$ cat config.mk
export PLATFORM = sky130hd
export DESIGN_NAME = rob_value_table
export DESIGN_NICKNAME = d
export VERILOG_FILES = /design/src/design/ooo_pkg.sv /design/src/design/rob_value_table.sv
export SDC_FILE = /design/constraint.sdc
export NUM_CORES = 1
export LEC_CHECK = 0
export ABC_AREA = 1
export BUFFER_PORTS_ARGS = -buffer_cell sky130_fd_sc_hd__buf_2
export CAP_MARGIN = 40
export CORE_AREA = 2 2 226 228
export CTS_CLUSTER_DIAMETER = 30
export DETAILED_ROUTE_END_ITERATION = 12
export DIE_AREA = 0 0 228 230
export PLACE_DENSITY_LB_ADDON = 0.08
export SLEW_MARGIN = 0
export SYNTH_ARGS = -nofsm -noshare
export SYNTH_HDL_FRONTEND = slang
export SYNTH_SLANG_ARGS = --single-unit
$ cat constraint.sdc
create_clock -name clk -period 3.3 [get_ports clk]
set_clock_uncertainty 0.1 [all_clocks]
set_input_delay 0.825 -clock clk [delete_from_list [all_inputs] [get_ports clk]]
set_output_delay 0.825 -clock clk [all_outputs]
set_load 0.01 [all_outputs]
$ cat src/design/ooo_pkg.sv
package ooo_pkg;

    // broadcast lanes coming in from the other functional units
    localparam int NUM_CDB_ENTRIES = 2;

    // entries in the ROB value table, indexed by rob_tag_t
    localparam int ROB_DEPTH = 16;

    // data and PC words
    typedef logic [31:0] rv32i_word;

    // ROB index, 0 is reserved for "no tag"
    typedef logic [3:0] rob_tag_t;

    typedef enum logic [3:0] {
        alu_add,
        alu_sub,
        alu_sll,
        alu_slt,
        alu_sltu,
        alu_xor,
        alu_srl,
        alu_sra,
        alu_or,
        alu_and
    } alu_op_t;

    typedef enum logic [1:0] {
        none,
        jal,
        jalr
    } jmp_type_t;

    // source operand, either a value (valid) or a pending tag
    typedef struct packed {
        logic      valid;
        rob_tag_t  tag;
        rv32i_word value;
    } operand_t;

    // renamed instruction from the decoder
    typedef struct packed {
        logic      valid;
        alu_op_t   op;
        jmp_type_t jmp_type;
        rv32i_word curr_pc;
        rob_tag_t  rob_idx;
        operand_t  rs1;
        operand_t  rs2;
    } alu_rs_t;

    typedef struct packed {
        logic      can_commit;
        rv32i_word value;
    } rob_data_t;

    typedef struct packed {
        logic      valid;
        rob_data_t reg_data;
    } rob_entry_t;

    typedef rob_entry_t [ROB_DEPTH-1:0] rob_arr_t;

    // one broadcast lane, tag 0 means idle
    typedef struct packed {
        rob_tag_t  tag;
        rv32i_word value;
        rv32i_word target_pc;
    } cdb_entry_t;

    typedef cdb_entry_t [NUM_CDB_ENTRIES-1:0] cdb_t;

endpackage

$ cat src/design/rob_value_table.sv
`timescale 1ns/1ps

module rob_value_table
    import ooo_pkg::*;
(
    input  logic      clk,
    input  logic      reset_i,
    input  logic      flush_i,
    input  logic      wr_en_i,
    input  rob_tag_t  wr_idx_i,
    input  rob_data_t wr_data_i,
    output rob_arr_t  rob_arr_o
);

    logic [ROB_DEPTH-1:0] valid_q;
    rob_data_t            data_q [ROB_DEPTH];

    // entry becomes valid on its completion write
    always_ff @(posedge clk) begin
        if (reset_i || flush_i) begin
            valid_q <= '0;
        end else if (wr_en_i) begin
            valid_q[wr_idx_i] <= 1'b1;
        end
    end

    always_ff @(posedge clk) begin
        if (wr_en_i) begin
            data_q[wr_idx_i] <= wr_data_i;
        end
    end

    // flat view for the reservation station lookups
    always_comb begin
        for (int i = 0; i < ROB_DEPTH; i++) begin
            rob_arr_o[i].valid    = valid_q[i];
            rob_arr_o[i].reg_data = data_q[i];
        end
    end

    // index 0 stands for "no tag" and is never allocated
    assert property (@(posedge clk) disable iff (reset_i)
        wr_en_i |-> wr_idx_i != '0)
        else $error("rob_value_table: write to reserved index 0");

endmodule

==> results of run 1 <==
[power breakdown]
group	total, mW	switching, mW	internal (mW)
Clock	11.8	3.67	8.15
Combinational	0.427	0.317	0.110
Sequential	7.78	0.0384	7.74
[layer usage]
metal | global-route usage | share of wire | vias to the layer above
met1 | 0.236 | 0.38 | 4779
met5 | 0 | 0.00024 | -
met3 | 0.0882 | 0.10 | 79
met4 | 0.0764 | 0.025 | 2
met2 | 0.337 | 0.50 | 476
li1 | - | - | 3954
[cells by family after synthesis]
group | Yosys count | synth area share
flip-flops | 544 | 0.978
AO/OA/AOI/OAI | 9 | 0.00341
buffers and inverters | 26 | 0.00704
AND/OR/NAND/NOR | 44 | 0.0111
[cell type report]
class	instances	share of cell area
clock inverters	83	0.0453
diodes	1	0.000102
well taps	672	0.0341
inverters	23	0.00350
repair buffers	607	0.130
multi-input cells	53	0.0119
flip-flops and latches	544	0.657
clock buffers	128	0.119
[cell usage in the layout (no fill, tap or decap), types with 4 or more instances in the layout]
cell type,netlist,final
buf_2,0,584
edfxtp_1,528,528
clkbuf_16,0,114
bufinv_16,0,23
nor2_1,26,19
clkinv_1,0,16
clkinvlp_4,0,16
dfxtp_1,16,16
buf_4,1,15
inv_1,23,14
clkinv_2,0,14
clkbuf_1,0,12
nand2_1,9,9
inv_2,0,9
buf_12,0,8
nor2_4,0,7
nand3_1,6,6
a21oi_1,6,6
inv_6,0,5
inv_16,0,4
clkinv_4,0,4
[registers in the layout, summed over array words and instances (netlist names)]
register,cells
valid_q,16
data_q,528
[worst min-delay path, delay by kind of cell, from the launching register on]
family / cells / cell delay (ns)
compound gates: 1 / 0.05
buf+inv: 1 / 0.06
flops: 1 / 0.30
[worst min path at each step]
stage,to,slack [ns],cells past startpoint
6_report,valid_q[7]$_SDFFE_PP0P_,0.36,2
5_1_grt,valid_q[7]$_SDFFE_PP0P_,0.39,2
4_1_cts,valid_q[7]$_SDFFE_PP0P_,0.36,2
3_5_place_dp,valid_q[7]$_SDFFE_PP0P_,0.35,2
3_3_place_gp,valid_q[10]$_SDFFE_PP0P_,0.35,2
2_1_floorplan,valid_q[0]$_SDFFE_PP0P_,0.37,2
[stage by stage]
stage | hold WS [ns] | util | worst slack [ns] | std cells
finish | 0.357 | 0.494 | 1.05 | 2111
CTS | 0.361 | 0.494 | 1.02 | 2110
global placement | 0.351 | 0.413 | 0.805 | 1899
detailed placement | 0.348 | 0.413 | 0.783 | 1899
global route | 0.389 | 0.494 | 1.02 | 2110
floorplan | 0.371 | - | 0.273 | 623
==> summary.txt, run 1 <==
Status
  • Status: completed

Synth
  • Syn Nets: 664
  • Synth top cells by count: 528 x edfxtp_1, 26 x nor2_1, 23 x inv_1
  • Synth area leader: edfxtp_1
  • EDFF count, synth: 528
  • Synth Cell Area: 16500 um2
  • Seq/Total Area, Yosys: 0.978
  • Share of the synthesized area in the top cell type: 0.959
  • Most instantiated library cell after synthesis: edfxtp_1
  • Mean area per synthesized cell: 26.5 um2
  • Yosys cell types: 13
  • Area contributors post-synth: edfxtp_1 96%, dfxtp_1 1.9%, nor2_1 0.59%
  • Synth warnings: 0
  • Number of synthesized register bits: 544
  • Synth Flop Type: edfxtp_1
  • Synth async-reset ratio: 0
  • Gate Count Post-Synth: 623

Worst setup path
  • Critical Path RT: roughly 2.4 ns
  • Reg2Reg Setup Slack: 2.55 ns
  • R2r startpoint: valid_q[3]$_SDFFE_PP0P_
  • Cell family with the largest share of critical-path delay: flip-flops
  • Critical Path Source: data_q[0][0]$_DFFE_PP_
  • CP Class: register to output port
  • Worst Path Buf+Inv: 1
  • Slowest CP cell: edfxtp_1
  • Crit path capture: rob_arr_o[0]
  • Max stage delay on crit path: between 0.4 and 0.5 ns
  • Crit-path cells: buf_2
  • Reg-to-Reg End: valid_q[3]$_SDFFE_PP0P_
  • Critical path peak fanout: 2
  • Worst path depth: 1
  • R2R depth: 2
  • Crit end category: output port
  • Critical path arrival: around 1.3 ns
  • Crit path launch type: register

Pwr
  • Pwr Total: 20.0 mW
  • VDD IR max: 496 uV
  • P per Cell Area: 813 nW/um2
  • Leakage: 9.46 nW

Placement
  • Port Buf Inserts: 584
  • Post-DP HPWL: just under 40 mm
  • GPL Wtd Cong: 0.779
  • Placement Cell Area: roughly 21000 um2

Timing
  • Max frequency: about 440 MHz
  • Setup TNS: 0 ns
  • RSZ-0062 raised after global routing: no
  • Final setup viols: 0
  • Rel. slew slack: 0.539
  • Minimum clock period: 2.25 ns
  • Slew @ Worst Pin: 0.691 ns
  • Hold Fails Final Rpt: 0
  • Final Slew Violations: 0
  • Crit share post-route: 0.681

GRT
  • Vias in the first global route: roughly 9500
  • Global Route Usage Sum: 0.204
  • Largest net degree at the start of global routing: 35
  • Gr ovfl total: 0
  • First-pass GRT wire length: 74.2 mm
  • Initial antenna violation count: 2

CTS
  • Clock buffer depth: 3
  • # Post-CTS Setup Buffers: 0
  • Clock tree from TritonCTS: yes
  • H-tree depth: 3
  • CTS buffer count: roughly 110
  • Post_cts resized: 0
  • Clock Pin Slew Worst Setup and Hold Paths: around 0.05 ns
  • Root Driver: clkbuf_16
  • Clk_lat worst skew: 0.63 ns
  • Hold-fix buffers, CTS: 0
  • Sink Count: 544

Floorplanning
  • Chip height: 230 um
  • Initial Util: 0.332
  • Die area: between 50000 and 60000 um2
  • Ports: 585
  • FP Rows: 82
  • Core Box Area: 49900 um2
  • Die X: 228 um

Routing
  • Post-DRT Antenna Nets: 0
  • Detailed Route WL: 54.6 mm
  • Residual DRC: 0
  • Drt first pass iters: 4
  • Via count: 9290
  • DRC marker count from the first detailed-route iteration: 636
  • Vias per inst: ~4.4
  • Wire per inst: 25.9 um

Run
  • Max-cap violations: 0

Worst hold path
  • Min-Delay Path Class: register to register
  • Hold Path Origin: valid_q[7]$_SDFFE_PP0P_

Cells and area
  • Final #Nets: 1384
  • Fin area: 24600 um2
  • Layout area overhead: 49.0%
  • Filler cells: 4230
  • Ratio of cells with drive above 1 in the final layout: 0.564
  • Reg area: 16200 um2
  • Multi-input gate area: 293 um2
(Power assumes the default switching activity.)
==> run 2: changes to the inputs <==
==> constraint.sdc (replaced) <==
create_clock -name clk -period 1.95 [get_ports clk]
set_clock_uncertainty 0.1 [all_clocks]
set_input_delay 0.4875 -clock clk [delete_from_list [all_inputs] [get_ports clk]]
set_output_delay 0.4875 -clock clk [all_outputs]
set_load 0.01 [all_outputs]
==> summary.txt, run 2 (same netlist as run 1, synthesis figures left out) <==
CTS
  • Clock buffer depth: 3 (unchanged)
  • Hold-fix buffers, CTS: 0 (unchanged)
  • Sink Count: 544 (unchanged)
  • CTS buffer count: 108 (-5.3%)
  • Post_cts resized: 0 (unchanged)
  • Root Driver: clkbuf_16
  • # Post-CTS Setup Buffers: 0 (unchanged)
  • Clock Pin Slew Worst Setup and Hold Paths: 0.05 ns (about the same)
  • Clock tree from TritonCTS: yes
  • H-tree depth: 3 (unchanged)
  • Clk_lat worst skew: 0.62 ns (about the same)

Routing
  • DRC marker count from the first detailed-route iteration: 785 (+23%)
  • Drt first pass iters: 4 (unchanged)
  • Via count: 9351 (+0.66%)
  • Wire per inst: 26.0 um (+0.50%)
  • Residual DRC: 0 (unchanged)
  • Detailed Route WL: 54.8 mm (+0.36%)
  • Post-DRT Antenna Nets: 0 (unchanged)
  • Vias per inst: 4.44 (+0.80%)

GRT
  • Global Route Usage Sum: 0.203 (-0.000630)
  • Vias in the first global route: 9252 (-2.1%)
  • Initial antenna violation count: 3 (+1)
  • Gr ovfl total: 0 (unchanged)
  • Largest net degree at the start of global routing: 24 (-31%)
  • First-pass GRT wire length: 74.0 mm (-0.34%)

Floorplanning
  • Core Box Area: 49900 um2 (unchanged)
  • Die area: 52400 um2 (unchanged)
  • Initial Util: 0.332 (unchanged)
  • Die X: 228 um (unchanged)
  • Ports: 585 (unchanged)
  • Chip height: 230 um (unchanged)
  • FP Rows: 82 (unchanged)

Worst setup path
  • Crit end category: output port
  • Critical path arrival: 1.27 ns (-0.05 ns)
  • Cell family with the largest share of critical-path delay: flip-flops
  • Critical path peak fanout: 1 (-1)
  • Max stage delay on crit path: 0.47 ns (-0.02 ns)
  • Worst Path Buf+Inv: 1 (unchanged)
  • CP Class: register to output port
  • Crit path launch type: register
  • Critical Path RT: 1.36 ns (-1.01 ns)
  • Crit-path cells: buf_2
  • Slowest CP cell: edfxtp_1

Cells and area
  • Most flop-heavy register: data_q
  • Most frequent cells in the layout: 584 x buf_2, 528 x edfxtp_1, 110 x clkbuf_16
  • Regs by FF count: data_q x528, valid_q x16
  • Layout area overhead: 50.2%
  • Filler cells: 4260 (+0.71%)
  • Finished Layout Cells: 2108 (-0.14%)
  • Final #Nets: 1388 (+0.29%)
  • Ratio of cells with drive above 1 in the final layout: 0.573 (+0.00884)
  • Max reg flops: 528 (unchanged)
  • Most common cell after layout, fill and taps aside: buf_2

Placement
  • Port Buf Inserts: 584 (unchanged)
  • Dpl cells: 1909 (+0.53%)
  • GPL Wtd Cong: 0.769 (-1.3%)
  • Post-DP HPWL: 37.7 mm (-2.0%)
  • Post-Place Worst Slack: 0.0623 ns (-0.720 ns)

Timing
  • Minimum clock period: 1.86 ns
  • Rel. slew slack: 0.485 (-0.0543)
  • Max frequency: 537 MHz
  • Crit share post-route: 0.954
  • RSZ-0062 raised after global routing: no
  • Setup TNS: 0 ns (unchanged)
  • Final Slew Violations: 0 (unchanged)
  • Final setup viols: 0 (unchanged)
  • Hold Fails Final Rpt: 0 (unchanged)
  • Slew @ Worst Pin: 0.773 ns (+0.0814 ns)
  • Final worst setup slack: 0.0891 ns (-0.963 ns)

Pwr
  • Leakage: 9.49 nW (+0.37%)
  • Pwr Total: 33.3 mW (+67%)
  • P per Cell Area: 1340 nW/um2 (+65%)
  • VDD IR max: 749 uV (+51%)

Run
  • Max-cap violations: 0 (unchanged)

Worst hold path
  • Min-Delay Path Class: primary input to register

Status
  • Status: completed
[run 2: path summary, 6_finish.rpt]
kind / endpoint / from / depth (start not counted) / slack (ns)
worst min register to register: valid_q[11]$_SDFFE_PP0P_ / valid_q[11]$_SDFFE_PP0P_ / 2 / 0.37
worst max register to register: valid_q[5]$_SDFFE_PP0P_ / valid_q[5]$_SDFFE_PP0P_ / 2 / 1.20
worst min-delay path: data_q[13][25]$_DFFE_PP_ / wr_data_i[25] / 1 / 0.14
worst max-delay path: rob_arr_o[368] / data_q[10][28]$_DFFE_PP_ / 1 / 0.09
[run 2: stage by stage]
stage	hold WS [ns]	utilization	instance area, um2
global placement	0.354	0.420	20900
CTS	0.102	0.498	24800
detailed placement	0.356	0.420	20900
global route	0.119	0.498	24800
floorplan	0.371	-	16600
finish	0.139	0.498	24800
[run 2: cell type report]
type	instances	area, um2	area share
inverter	23	101	0.00408
multi-input combinational	53	293	0.0118
clock buffer	119	2820	0.113
clock inverter	79	1070	0.0431
sequential	544	16200	0.651
tap	672	841	0.0339
antenna	1	2.50	0.000101
timing repair buffer	617	3530	0.142
[run 2: power breakdown]
group | total, mW | switching, mW | internal [mW]
Clock | 19.4 | 6.11 | 13.3
Sequential | 13.2 | 0.0753 | 13.1
Combinational | 0.741 | 0.533 | 0.209
Total | 33.3 | 6.72 | 26.6
[run 2: per-layer routing]
metal / wire length, um / global-route usage
met1: 22000 / 0.252
met2: 27600 / 0.339
met3: 4250 / 0.0723
met4: 916 / 0.0533
met5: 18 / 0.00184
